## src/hw/subterranean_params.svh

```systemverilog
/*
 * Subterranean controller parameters
 * Widths, key block size and the round and output block counts used by
 * the sequencing controller
 */
`ifndef SUBTERRANEAN_PARAMS_SVH
`define SUBTERRANEAN_PARAMS_SVH

// Instruction bus width
`define SUB_INST_W 4

// Key bytes gathered before one block absorb
`define SUB_BLOCK_BYTES 4

// Buffer fill level, must hold SUB_BLOCK_BYTES
`define SUB_FILL_W 3

// Blank permutations between padding and squeezing
`define SUB_BLANK_ROUNDS 8

// Hash output blocks per digest
`define SUB_HASH_BLOCKS 8

// Round counter width
`define SUB_CTR_W 4

`endif

```

## src/hw/subterranean_pkg.sv

```systemverilog
/*
 * Subterranean controller types
 * Instruction codes, absorb selects, counter operations and the command
 * and status words passed between the controller blocks
 */
`include "subterranean_params.svh"

package subterranean_pkg;

    // Any code not listed here is treated as an unknown instruction
    typedef enum logic [`SUB_INST_W-1:0] {
        inst_key  = 4'b0100,
        inst_hash = 4'b1000
    } inst_e;

    // What the permutation core takes in on an absorb
    typedef enum logic [1:0] {
        sel_none  = 2'b00,
        sel_byte  = 2'b01,
        sel_null  = 2'b10,
        sel_block = 2'b11
    } din_sel_e;

    typedef enum logic [1:0] {
        ctr_hold       = 2'b00,
        ctr_load_blank = 2'b01,
        ctr_load_out   = 2'b10,
        ctr_count      = 2'b11
    } ctr_op_e;

    typedef struct packed {
        logic     enable;
        logic     init;
        logic     absorb;
        din_sel_e sel;
    } perm_cmd_t;

    // Load together with drain marks the closing byte of a stream
    typedef struct packed {
        logic clear;
        logic load;
        logic drain;
    } buf_cmd_t;

    typedef struct packed {
        logic empty;
        logic one;
        logic full;
        logic last;
    } buf_status_t;

endpackage

```

## src/hw/din_buffer_track.sv

```systemverilog
/*
 * Input buffer tracker
 * Follows the fill level of the external input buffer from the commands
 * sent to it, and remembers when the closing byte of a stream went in.
 * Status changes on the edge that ends each command cycle
 */
`timescale 1ns/10ps
`include "subterranean_params.svh"

module din_buffer_track (
    input  logic                          clk,
    input  logic                          arstn,
    input  subterranean_pkg::buf_cmd_t    buf_cmd,
    output subterranean_pkg::buf_status_t buf_status
);
    import subterranean_pkg::*;

    localparam logic [`SUB_FILL_W-1:0] block_bytes = `SUB_BLOCK_BYTES;
    localparam logic [`SUB_FILL_W-1:0] one_byte    = 1;

    logic [`SUB_FILL_W-1:0] fill;
    logic                   last_loaded;

    always_ff @(posedge clk or negedge arstn) begin
        if (!arstn) begin
            fill        <= '0;
            last_loaded <= 1'b0;
        end else if (buf_cmd.clear) begin
            fill        <= '0;
            last_loaded <= 1'b0;
        end else if (buf_cmd.load) begin
            // Saturate at one block
            if (fill != block_bytes) begin
                fill <= fill + 1'b1;
            end
            // Closing byte stays flagged until the next clear
            if (buf_cmd.drain) begin
                last_loaded <= 1'b1;
            end
        end else if (buf_cmd.drain) begin
            fill <= '0;
        end
    end

    assign buf_status.empty = (fill == '0);
    assign buf_status.one   = (fill == one_byte);
    assign buf_status.full  = (fill == block_bytes);
    assign buf_status.last  = last_loaded;

endmodule

```

## src/hw/round_counter.sv

```systemverilog
/*
 * Round counter
 * Down counter loaded with the blank round count or the hash output
 * block count. Flags the final round while one remains
 */
`timescale 1ns/10ps
`include "subterranean_params.svh"

module round_counter (
    input  logic                      clk,
    input  logic                      arstn,
    input  subterranean_pkg::ctr_op_e ctr_op,
    output logic                      ctr_last
);
    import subterranean_pkg::*;

    localparam logic [`SUB_CTR_W-1:0] blank_rounds = `SUB_BLANK_ROUNDS;
    localparam logic [`SUB_CTR_W-1:0] hash_blocks  = `SUB_HASH_BLOCKS;
    localparam logic [`SUB_CTR_W-1:0] final_count  = 1;

    logic [`SUB_CTR_W-1:0] count;

    always_ff @(posedge clk or negedge arstn) begin
        if (!arstn) begin
            count <= '0;
        end else begin
            case (ctr_op)
                ctr_load_blank: count <= blank_rounds;
                ctr_load_out:   count <= hash_blocks;
                ctr_count: begin
                    // Hold at zero
                    if (count != '0) begin
                        count <= count - 1'b1;
                    end
                end
                default: count <= count;
            endcase
        end
    end

    assign ctr_last = (count == final_count);

endmodule

```

## src/hw/sponge_ctrl_fsm.sv

```systemverilog
/*
 * Sponge sequencing FSM
 * Takes instructions, paces the input and output streams and issues
 * absorb, buffer and counter commands for key loading and hashing.
 * Outputs are registered from the next phase so a phase and its
 * commands change on the same edge
 */
`timescale 1ns/10ps

module sponge_ctrl_fsm (
    input  logic                          clk,
    input  logic                          arstn,
    input  subterranean_pkg::inst_e       inst,
    input  logic                          inst_valid,
    output logic                          inst_ready,
    input  logic                          din_valid,
    input  logic                          din_last,
    output logic                          din_ready,
    input  logic                          dout_ready,
    output logic                          dout_valid,
    input  subterranean_pkg::buf_status_t buf_status,
    input  logic                          ctr_last,
    output subterranean_pkg::buf_cmd_t    buf_cmd,
    output subterranean_pkg::ctr_op_e     ctr_op,
    output subterranean_pkg::perm_cmd_t   perm_cmd
);
    import subterranean_pkg::*;

    typedef enum logic [3:0] {
        ph_reset,
        ph_idle,
        ph_key_stream,
        ph_key_last,
        ph_key_null,
        ph_hash_store,
        ph_hash_byte,
        ph_hash_null,
        ph_hash_pad,
        ph_hash_blank,
        ph_hash_out
    } phase_e;

    localparam perm_cmd_t perm_init_cmd = '{enable: 1'b0, init: 1'b1, absorb: 1'b0, sel: sel_none};

    phase_e    phase;
    phase_e    next_phase;
    logic      out_of_reset;
    logic      inst_xfer;
    logic      din_xfer;
    logic      dout_xfer;
    logic      inst_ready_next;
    logic      din_ready_next;
    logic      dout_valid_next;
    logic      clear_q;
    logic      clear_next;
    logic      drain_q;
    logic      drain_next;
    ctr_op_e   ctr_op_next;
    perm_cmd_t perm_cmd_next;

    function automatic perm_cmd_t absorb_cmd(din_sel_e sel);
        perm_cmd_t cmd;
        cmd        = '0;
        cmd.enable = 1'b1;
        cmd.absorb = 1'b1;
        cmd.sel    = sel;
        return cmd;
    endfunction

    assign inst_xfer = inst_valid & inst_ready;
    assign din_xfer  = din_valid & din_ready;
    assign dout_xfer = dout_valid & dout_ready;

    always_ff @(posedge clk or negedge arstn) begin
        if (!arstn) begin
            phase        <= ph_reset;
            out_of_reset <= 1'b0;
            inst_ready   <= 1'b0;
            din_ready    <= 1'b0;
            dout_valid   <= 1'b0;
            clear_q      <= 1'b1;
            drain_q      <= 1'b0;
            ctr_op       <= ctr_hold;
            perm_cmd     <= perm_init_cmd;
        end else begin
            phase        <= next_phase;
            out_of_reset <= 1'b1;
            inst_ready   <= inst_ready_next;
            din_ready    <= din_ready_next;
            dout_valid   <= dout_valid_next;
            clear_q      <= clear_next;
            drain_q      <= drain_next;
            ctr_op       <= ctr_op_next;
            perm_cmd     <= perm_cmd_next;
        end
    end

    always_comb begin
        next_phase = phase;
        case (phase)
            // Held one extra cycle after arstn is released
            ph_reset: begin
                if (out_of_reset) begin
                    next_phase = ph_idle;
                end
            end
            ph_idle: begin
                if (inst_xfer) begin
                    case (inst)
                        inst_key:  next_phase = ph_key_stream;
                        inst_hash: next_phase = ph_hash_store;
                        default:   next_phase = ph_reset;
                    endcase
                end
            end
            // Status is checked in the gap cycle after each byte
            ph_key_stream: begin
                if (buf_status.full || buf_status.last) begin
                    next_phase = ph_key_last;
                end
            end
            ph_key_last: begin
                if (!buf_status.last) begin
                    next_phase = ph_key_stream;
                end else if (buf_status.full) begin
                    next_phase = ph_key_null;
                end else begin
                    next_phase = ph_idle;
                end
            end
            ph_key_null:   next_phase = ph_idle;
            ph_hash_store: begin
                if (din_xfer) begin
                    next_phase = ph_hash_byte;
                end
            end
            ph_hash_byte:  next_phase = ph_hash_null;
            ph_hash_null:  next_phase = buf_status.last ? ph_hash_pad : ph_hash_store;
            ph_hash_pad:   next_phase = ph_hash_blank;
            ph_hash_blank: begin
                if (ctr_last) begin
                    next_phase = ph_hash_out;
                end
            end
            ph_hash_out: begin
                if (dout_xfer && ctr_last) begin
                    next_phase = ph_reset;
                end
            end
            default: next_phase = ph_reset;
        endcase
    end

    always_comb begin
        inst_ready_next = 1'b0;
        din_ready_next  = 1'b0;
        dout_valid_next = 1'b0;
        clear_next      = 1'b0;
        drain_next      = 1'b0;
        ctr_op_next     = ctr_hold;
        perm_cmd_next   = '0;
        case (next_phase)
            ph_reset: begin
                clear_next    = 1'b1;
                perm_cmd_next = perm_init_cmd;
            end
            ph_idle: begin
                inst_ready_next = 1'b1;
                clear_next      = 1'b1;
            end
            ph_key_stream: begin
                perm_cmd_next.enable = 1'b1;
                // One idle cycle after each byte lets the fill level settle
                din_ready_next = !din_xfer;
            end
            ph_key_last: begin
                perm_cmd_next = absorb_cmd(sel_block);
                drain_next    = 1'b1;
            end
            ph_key_null: perm_cmd_next = absorb_cmd(sel_null);
            ph_hash_store: begin
                perm_cmd_next.enable = 1'b1;
                din_ready_next       = 1'b1;
            end
            ph_hash_byte: begin
                perm_cmd_next = absorb_cmd(sel_byte);
                drain_next    = 1'b1;
            end
            ph_hash_null: perm_cmd_next = absorb_cmd(sel_null);
            ph_hash_pad: begin
                perm_cmd_next = absorb_cmd(sel_null);
                ctr_op_next   = ctr_load_blank;
            end
            ph_hash_blank: begin
                perm_cmd_next = absorb_cmd(sel_null);
                ctr_op_next   = ctr_count;
            end
            ph_hash_out: begin
                perm_cmd_next.enable = 1'b1;
                // First cycle loads the block count, each transfer is followed by a gap
                if (phase != ph_hash_out) begin
                    ctr_op_next = ctr_load_out;
                end else if (dout_xfer) begin
                    ctr_op_next = ctr_count;
                end else begin
                    dout_valid_next = 1'b1;
                end
            end
            default: perm_cmd_next = '0;
        endcase
    end

    // Load is the acceptance strobe itself
    assign buf_cmd.clear = clear_q;
    assign buf_cmd.load  = din_xfer;
    assign buf_cmd.drain = drain_q | (din_xfer & din_last);

endmodule

```

## src/hw/subterranean_ctrl.sv

```systemverilog
/*
 * Subterranean sequencing controller
 * Connects the sponge FSM to the input buffer tracker and the round
 * counter. Permutation and buffer commands leave for the external core
 */
`timescale 1ns/10ps

module subterranean_ctrl (
    input  logic                        clk,
    input  logic                        arstn,
    input  subterranean_pkg::inst_e     inst,
    input  logic                        inst_valid,
    output logic                        inst_ready,
    input  logic                        din_valid,
    input  logic                        din_last,
    output logic                        din_ready,
    input  logic                        dout_ready,
    output logic                        dout_valid,
    output subterranean_pkg::perm_cmd_t perm_cmd,
    output subterranean_pkg::buf_cmd_t  buf_cmd
);
    import subterranean_pkg::*;

    buf_status_t buf_status;
    ctr_op_e     ctr_op;
    logic        ctr_last;

    sponge_ctrl_fsm fsm_i (
        .clk        (clk),
        .arstn      (arstn),
        .inst       (inst),
        .inst_valid (inst_valid),
        .inst_ready (inst_ready),
        .din_valid  (din_valid),
        .din_last   (din_last),
        .din_ready  (din_ready),
        .dout_ready (dout_ready),
        .dout_valid (dout_valid),
        .buf_status (buf_status),
        .ctr_last   (ctr_last),
        .buf_cmd    (buf_cmd),
        .ctr_op     (ctr_op),
        .perm_cmd   (perm_cmd)
    );

    din_buffer_track buf_i (
        .clk        (clk),
        .arstn      (arstn),
        .buf_cmd    (buf_cmd),
        .buf_status (buf_status)
    );

    round_counter ctr_i (
        .clk      (clk),
        .arstn    (arstn),
        .ctr_op   (ctr_op),
        .ctr_last (ctr_last)
    );

endmodule

```

## config.mk

```make
export PLATFORM = sky130hd
export DESIGN_NAME = subterranean_ctrl
export DESIGN_NICKNAME = d
export VERILOG_FILES = /design/src/hw/subterranean_pkg.sv /design/src/hw/din_buffer_track.sv /design/src/hw/round_counter.sv /design/src/hw/sponge_ctrl_fsm.sv /design/src/hw/subterranean_ctrl.sv
export VERILOG_INCLUDE_DIRS = /design/src /design/src/hw
export SDC_FILE = /design/constraint.sdc
export NUM_CORES = 1
export LEC_CHECK = 0
export CORE_ASPECT_RATIO = 0.6
export CORE_MARGIN = 2
export CORE_UTILIZATION = 55
export CTS_CLUSTER_DIAMETER = 120
export DETAILED_ROUTE_END_ITERATION = 16
export DONT_BUFFER_PORTS = 1
export GPL_ROUTABILITY_DRIVEN = 1
export GPL_TIMING_DRIVEN = 0
export PLACE_DENSITY = 0.81
export SLEW_MARGIN = 30
export SYNTH_ARGS = -nofsm -noshare
export SYNTH_HDL_FRONTEND = slang
export SYNTH_SLANG_ARGS = --single-unit
```

## constraint.sdc

```tcl
create_clock -name clk -period 2.1 [get_ports clk]
set_clock_uncertainty 0.1 [all_clocks]
set_input_delay 0.21 -clock clk [delete_from_list [all_inputs] [get_ports clk]]
set_output_delay 0.21 -clock clk [all_outputs]
set_load 0.02 [all_outputs]
```

==> reports/results.tsv, run 1 <==
stage	metric	value	unit
power_and_ir_drop	pwr dens	1250	nW/um2
floorplan	die width	69.2	um
place	routability congestion estimate	0.919	
clock_network	Clock Tree Buf Depth	2	
power_and_ir_drop	maximum vdd drop	744	uV
layout	Multi-input gate area	733	um2
grt	Global Route Usage Sum	0.244	
grt	largest net degree at the start of global routing	26	
floorplan	IO Pins	21	
grt	vias in the first global route	1145	
clock_network	clock edge transition at the registers on the reported setup and hold paths	0.09	ns
logic_synthesis	main flop type after synthesis	dfrtp_1	
logic_synthesis	Post-Synth XOR/XNOR Area	0.00624	
flow_run	MaxCap Viol Count	0	
clock_network	Worst-Skew Late Latency	0.28	ns
setup_path	Worst Path Arrival	2.15	ns
setup_path	Reg2Reg Depth	8	
clock_network	clk root buf	clkbuf_8	
place	IO buf count	0	
setup_path	CP Data Required Time	2.20	ns
layout	layout cells sized above 1	0.213	
setup_path	element type at the critical path end	register	
logic_synthesis	Synth Warn #	0	
sta	setup-violating endpoint count in the final report	0	
sta	Tmin final	2.06	ns
clock_network	CTS tree	yes	
setup_path	R2R Path Start	buf_i.fill[0]	
sta	count of pins over their slew limit	0	
layout	area added between synthesis and finish	13.5	%
logic_synthesis	largest family of logic cells by synthesized area	compound AO/OA/AOI/OAI gates	
floorplan	core area	2470	um2
sta	Slew headroom	0.550	
power_and_ir_drop	Lkg Pwr	0.670	nW
sta	Sum Neg Setup Slack	0	ns
detailed_routing	drt wl/cell	18.6	um
detailed_routing	DRT antenna net count	0	
clock_network	depth of the CTS H-tree	1	
layout	fillers	189	
worst_hold_path	Hold WC Path Type	in2reg	
sta	Slew @ Worst Pin	0.666	ns
clock_network	TritonCTS Sinks	25	
status	status	finished, final reports clean	
logic_synthesis	Synth area leaders	dfrtp_1, ha_1, dfstp_2, nor2_1, a21oi_1	
sta	Fmax achieved	487	MHz
logic_synthesis	fraction of the mapped netlist area in simple logic gates	0.199	
detailed_routing	TritonRoute pass-1 iters	4	
detailed_routing	WL final	3.47	mm
power_and_ir_drop	Tot Pwr	1.99	mW
logic_synthesis	multiplexer share of the synthesized area	0.0143	
setup_path	crit-path max FO	6	
logic_synthesis	#FFs+latches synth	25	
logic_synthesis	Synth Area per Inst	9.82	um2
detailed_routing	total number of vias	1190	
layout	Antenna diodes	0	
layout	Final #Nets	172	
logic_synthesis	Seq/Total Area, Yosys	0.447	
floorplan	die area	2990	um2
logic_synthesis	Synth area leader	dfrtp_1	
floorplan	Die Ht	43.1	um
detailed_routing	drc violations	0	
logic_synthesis	Post-synth EDFFs	0	
detailed_routing	Vias/cell	6.36	
worst_hold_path	Worst Hold Endpoint	buf_i.last_loaded	
sta	final hold viol count	0	
setup_path	critical path type	reg2reg	
place	dpl hpwl	2.29	mm
sta	period utilization	0.979	
logic_synthesis	Cells after Synth	143	
clock_network	TritonCTS Buffers	3	
logic_synthesis	Synth Cell Area	1400	um2
setup_path	flop2flop setup slack	0.04	ns
worst_hold_path	hold wc startpoint	din_last	
logic_synthesis	Mapped Nets	159	
logic_synthesis	Synth cell types	45	
worst_hold_path	worst hold path depth	2	
layout	register area	628	um2
grt	initial antenna violation count	0	
floorplan	Initial Util	0.568	
layout	fin cells	187	
grt	gr ovfl total	0	
floorplan	FP Rows	14	
logic_synthesis	Yosys top cell area share	0.410	
setup_path	CP startpoint kind	register	
sta	final hold slack	0.0692	ns
logic_synthesis	compound-cell area share of the yosys netlist	0.212	
detailed_routing	initial DRC count	76	
logic_synthesis	Synth Area in Adders	0.0606	
setup_path	reg-to-reg critical path endpoint	fsm_i.perm_cmd[1]	
grt	first-pass GRT wire length	5.44	mm
logic_synthesis	ys async rst share	1.00	
place	placed insts	175	
-- cells in the mapped netlist (3+ instances only) --
| cell type | count |
|---|---|
| ha_1 | 6 |
| nor2b_1 | 3 |
| o21ai_0 | 6 |
| nor3b_1 | 3 |
| nand2_1 | 5 |
| buf_4 | 4 |
| nor2_1 | 13 |
| nand2b_1 | 5 |
| dfrtp_1 | 23 |
| a21oi_1 | 9 |
| inv_1 | 11 |
| nor3_1 | 4 |
| o22ai_1 | 3 |
-- per-layer routing --
metal,routed length [um],vias to the layer above,track usage
met1,1620,590,0.333
li1,-,542,-
met4,72,0,0.106
met3,235,8,0.0689
met2,1550,50,0.365
met5,0,-,0
-- through the flow --
stage                     setup WS [ns]  instance area, um2  utilization
after floorplan                   0.229                1400            -
after global placement           0.0191                1440        0.585
after detailed placement        -0.0463                1440        0.585
after CTS                       -0.0133                1540        0.625
after global routing            -0.0320                1590        0.645
final                            0.0446                1590        0.645
-- cell families (layout without fill, tap and decap cells) --
| logic type | after synthesis | in the layout |
|---|---|---|
| muxes | 2 | 2 |
| xor gates and xnor gates | 1 | 1 |
| and+or+nand+nor | 49 | 49 |
| buffers and inverters | 17 | 29 |
| DFF | 25 | 25 |
| adders and majority gates | 7 | 7 |
| other | 1 | 1 |
| AOI/OAI and AO/OA | 41 | 41 |
-- critical path, stage by stage, from the launching register on --
cell      delay, ns
dfrtp_1        0.41
inv_1          0.07
ha_2           0.23
a21o_2         0.15
a21oi_1        0.07
o32ai_1        0.40
o211ai_1       0.19
buf_4          0.18
o22ai_1        0.17
-- where the power goes --
part | leakage, nW | internal, mW | total (mW) | switching (mW)
sequential | 0.307 | 0.616 | 0.770 | 0.154
clock | 0.0217 | 0.135 | 0.299 | 0.164
combinational | 0.341 | 0.393 | 0.924 | 0.531
total | 0.670 | 1.14 | 1.99 | 0.848
-- worst max path at each step --
stage	from	to	slack, ns	cells after the start
2_1_floorplan	buf_i.fill[0]	fsm_i.din_ready	0.23	7
3_3_place_gp	ctr_i.count[1]	fsm_i.perm_cmd[4]	0.02	7
3_5_place_dp	ctr_i.count[1]	fsm_i.perm_cmd[4]	-0.05	7
4_1_cts	ctr_i.count[1]	fsm_i.perm_cmd[4]	-0.01	7
5_1_grt	buf_i.fill[1]	fsm_i.perm_cmd[1]	-0.03	8
6_report	buf_i.fill[0]	fsm_i.perm_cmd[1]	0.04	8
-- cells in the final DEF (no fill, tap or decap), types with 2 or more instances in the layout --
cell type	netlist	layout
nor4b_1	2	2
buf_4	4	9
nand4_1	2	2
nand2b_1	5	5
a21o_1	2	2
or3_1	2	2
nand2_1	5	5
nand3_1	2	2
a22oi_1	2	2
buf_2	2	3
dlygate4sd3_1	0	2
o32ai_1	2	2
o22ai_1	3	3
clkbuf_8	0	3
inv_1	11	10
nor2_1	13	13
nor3b_1	3	2
ha_1	6	5
nor2b_1	3	3
nor3_1	4	4
dfstp_2	2	2
nand3b_1	2	2
o31ai_1	2	2
mux2i_1	2	2
dfrtp_1	23	23
and3_1	2	2
o21ai_0	6	6
a21oi_2	2	2
a21oi_1	9	9
-- layout make-up --
cell class | count | share of cell area
inverters | 11 | 0.0259
flip-flops and latches | 25 | 0.394
repair buffers | 8 | 0.0392
well taps | 32 | 0.0251
multi-input cells | 101 | 0.460
clock inverters | 1 | 0.00471
plain buffers | 6 | 0.0251
clock buffers | 3 | 0.0259
-- sequential cells by signal, indices dropped and copies added, names as in the netlist --
register	flops
buf_i.fill	3
buf_i.last_loaded	1
ctr_i.count	4
fsm_i.clear_q	1
fsm_i.ctr_op	2
fsm_i.din_ready	1
fsm_i.dout_valid	1
fsm_i.drain_q	1
fsm_i.inst_ready	1
fsm_i.out_of_reset	1
fsm_i.perm_cmd	5
fsm_i.phase	4
-- timing repair --
action | 4_1_cts | 5_1_grt
buffers inserted | 3 | 2
endpoints found under the setup margin | 6 | 8
resized for setup | 1 | 7
pin swaps | 2 | 2
endpoints found under the hold margin | 27 | 23
hold buffers | 2 | 1
No activity file was read; power rests on OpenSTA's default activity.
==> run 2: changes to the inputs <==
Settings changed: ABC_AREA from default to 1.
==> run 2 against run 1 <==
Against the previous run:
- synthesized cell count is 25% higher
- synthesized area is 4.1% higher
- worst setup slack better by 0.19 ns
- combinational power is 27% lower
- utilization is 1.9 points lower
- via count is 2.4% lower
- die area is 3.8% higher
- wire length is 18% lower
==> reports/results.tsv, run 2 <==
stage	metric	value	unit
logic_synthesis	main flop type after synthesis	dfrtp_1	
sta	Sum Neg Setup Slack	0	ns
power_and_ir_drop	combinational power share	0.392	
clock_network	clock edge transition at the registers on the reported setup and hold paths	0.09	ns
detailed_routing	drc violations	0	
grt	largest net degree at the start of global routing	26	
setup_path	Worst path depth	4	
sta	setup-violating endpoint count in the final report	0	
power_and_ir_drop	Reg power frac	0.434	
floorplan	core area	2520	um2
setup_path	critical path type	reg2out	
logic_synthesis	Synth area leader	dfrtp_1	
clock_network	TritonCTS Sinks	25	
power_and_ir_drop	switching share of total power	0.430	
floorplan	FP Rows	14	
layout	most frequent cells in the layout	nand2_1, dfrtp_1, nor2_1	
grt	gr ovfl total	0	
detailed_routing	drt wl/cell	13.2	um
layout	Largest regs	fsm_i.perm_cmd: 5 flops, ctr_i.count: 4 flops, fsm_i.phase: 4 flops	
power_and_ir_drop	Int Pwr	985	uW
sta	Fmax achieved	537	MHz
clock_network	Worst-Skew Late Latency	0.28	ns
setup_path	CP startpoint kind	register	
power_and_ir_drop	Lkg Pwr	0.831	nW
logic_synthesis	Synth Warn #	0	
setup_path	Worst Path Arrival	1.55	ns
floorplan	Initial Util	0.579	
setup_path	R2R Path Start	ctr_i.count[1]	
sta	final hold slack	0.0682	ns
floorplan	die width	70.5	um
place	dpl hpwl	2.17	mm
logic_synthesis	dominant cell by count in the synthesized netlist	nand2_1	
logic_synthesis	Seq/Total Area, Yosys	0.430	
floorplan	die area	3100	um2
layout	Top reg by flops	fsm_i.perm_cmd	
logic_synthesis	ys async rst share	1.00	
clock_network	depth of the CTS H-tree	1	
sta	final hold viol count	0	
clock_network	TritonCTS Buffers	3	
logic_synthesis	#FFs+latches synth	25	
clock_network	post-CTS setup buffers	0	
sta	setup ws final	0.238	ns
clock_network	Post-CTS Resized	0	
power_and_ir_drop	net switching power	742	uW
clock_network	CTS tree	yes	
setup_path	element type at the critical path end	primary output	
detailed_routing	initial DRC count	84	
layout	Largest register FFs	5	
logic_synthesis	Post-synth EDFFs	0	
detailed_routing	Vias/cell	5.35	
clock_network	CTS Hold Bufs	2	
logic_synthesis	Yosys top cell area share	0.394	
clock_network	clk root buf	clkbuf_8	
logic_synthesis	Mapped Nets	195	
detailed_routing	TritonRoute pass-1 iters	4	
status	status	finished, final reports clean	
place	routability congestion estimate	0.876	
layout	Final #Nets	202	
grt	first-pass GRT wire length	5.00	mm
place	dpl ws	0.358	ns
detailed_routing	total number of vias	1161	
setup_path	largest delay contributor family on the critical path	simple AND/OR/NAND/NOR gates	
setup_path	Reg2Reg Depth	9	
worst_hold_path	worst hold path depth	3	
sta	RSZ-0062 raised after global routing	false	
layout	area added between synthesis and finish	8.13	%
sta	Tmin final	1.86	ns
setup_path	flop2flop setup slack	0.34	ns
setup_path	slowest stage cell on the critical path	dfrtp_1	
power_and_ir_drop	Tot Pwr	1.73	mW
place	IO buf count	0	
layout	Antenna diodes	0	
setup_path	Critical Path Sink	buf_cmd[0]	
power_and_ir_drop	pwr dens	1090	nW/um2
layout	commonest non-fill, non-tap cell in the layout	nand2_1	
setup_path	sum of buffers and inverters on the critical path	1	
grt	initial antenna violation count	0	
logic_synthesis	Synth Cell Area	1460	um2
setup_path	origin of the worst setup path	fsm_i.din_ready	
setup_path	reg-to-reg critical path endpoint	fsm_i.perm_cmd[4]	
power_and_ir_drop	maximum vdd drop	677	uV
sta	count of pins over their slew limit	0	
power_and_ir_drop	clock network power share	0.174	
clock_network	Clock Tree Buf Depth	2	
sta	period utilization	0.887	
setup_path	CP Data Required Time	1.79	ns
grt	vias in the first global route	1074	
logic_synthesis	Synth Area per Inst	8.16	um2
setup_path	worst path cell trace	nand2_1, inv_1, nor2_1, nor2_1	
logic_synthesis	Synth cell types	28	
setup_path	crit-path max FO	6	
setup_path	crit-path most repeated cell	nor2_1	
setup_path	Critical Path Max Stage Delay	0.46	ns
grt	Global Route Usage Sum	0.214	
detailed_routing	DRT antenna net count	0	
layout	layout cells sized above 1	0.249	
layout	fillers	221	
worst_hold_path	Hold WC Path Type	in2reg	
logic_synthesis	synth cell count leaders	nand2_1, dfrtp_1, nor2_1	
logic_synthesis	Synth area leaders	dfrtp_1, nand2_1, ha_1, nor2_1, inv_1	
detailed_routing	WL final	2.86	mm
floorplan	Die Ht	43.9	um
floorplan	IO Pins	21	
logic_synthesis	Cells after Synth	179	
flow_run	MaxCap Viol Count	0	
[run 2: cell count changes after synthesis, moves of 4 or more]
cell	delta
a21oi_1	-5
inv_1	+7
inv_2	+10
nand2_1	+31
nand2_2	+6
nand2b_1	-5
nand3_1	+10
nand3_2	+4
nor2_1	+7
nor2_2	+6
nor2_4	+4
[run 2: how the worst min path moves through the flow]
stage | start | endpoint | slack (ns)
after detailed placement | arstn | fsm_i.dout_valid | -0.18
after global routing | dout_ready | fsm_i.dout_valid | 0.08
after global placement | arstn | fsm_i.dout_valid | -0.18
final | dout_ready | fsm_i.dout_valid | 0.07
after CTS | dout_ready | fsm_i.dout_valid | 0.07
after floorplan | arstn | buf_i.fill[0] | -0.19
[run 2: worst min-delay path, delay by kind of cell]
| kind | cells | cell delay [ns] |
|---|---|---|
| simple gates | 2 | 0.12 |
| buf+inv | 1 | 0.08 |
[run 2: stage by stage]
step / cell area [um2] / utilization / instances
6_report: 1580 / 0.626 / 217
5_1_grt: 1580 / 0.626 / 217
4_1_cts: 1580 / 0.626 / 217
3_5_place_dp: 1500 / 0.595 / 211
3_3_place_gp: 1500 / 0.595 / 211
2_1_floorplan: 1460 / - / 179
[run 2: power groups by stage]
| stage | registers [mW] | clock network (mW) | logic (mW) |
|---|---|---|---|
| 2_1_floorplan | 0.736 | 0 | 0.555 |
| 3_3_place_gp | 0.755 | 0 | 0.633 |
| 3_5_place_dp | 0.757 | 0 | 0.656 |
| 4_1_cts | 0.748 | 0.304 | 0.680 |
| 5_1_grt | 0.767 | 0.324 | 0.779 |
| 6_report | 0.749 | 0.300 | 0.678 |
[run 2: logic make-up after synthesis]
kind of cell / synth area share
AO/OA/AOI/OAI: 0.0471
XOR/XNOR: 0.0120
adder cells (fa/ha/maj): 0.0514
buffers and inverters: 0.0822
flip-flops: 0.430
other: 0.00257
AND/OR/NAND/NOR: 0.375
[run 2: metal layers]
metal | vias to the layer above | wire length, um | GRT usage
met1 | 540 | 1350 | 0.304
met2 | 40 | 1230 | 0.317
met5 | - | 0 | 0
met3 | 5 | 258 | 0.0698
met4 | 0 | 29 | 0.0604
li1 | 576 | - | -
[run 2: cell type report]
class	count	area (um2)	share of cell area
flip-flops and latches	25	628	0.397
inverters	28	105	0.0665
multi-input cells	124	713	0.451
clock inverters	1	7.51	0.00475
plain buffers	2	15.0	0.00950
clock buffers	3	41.3	0.0261
repair buffers	2	30.0	0.0190
well taps	32	40.0	0.0253
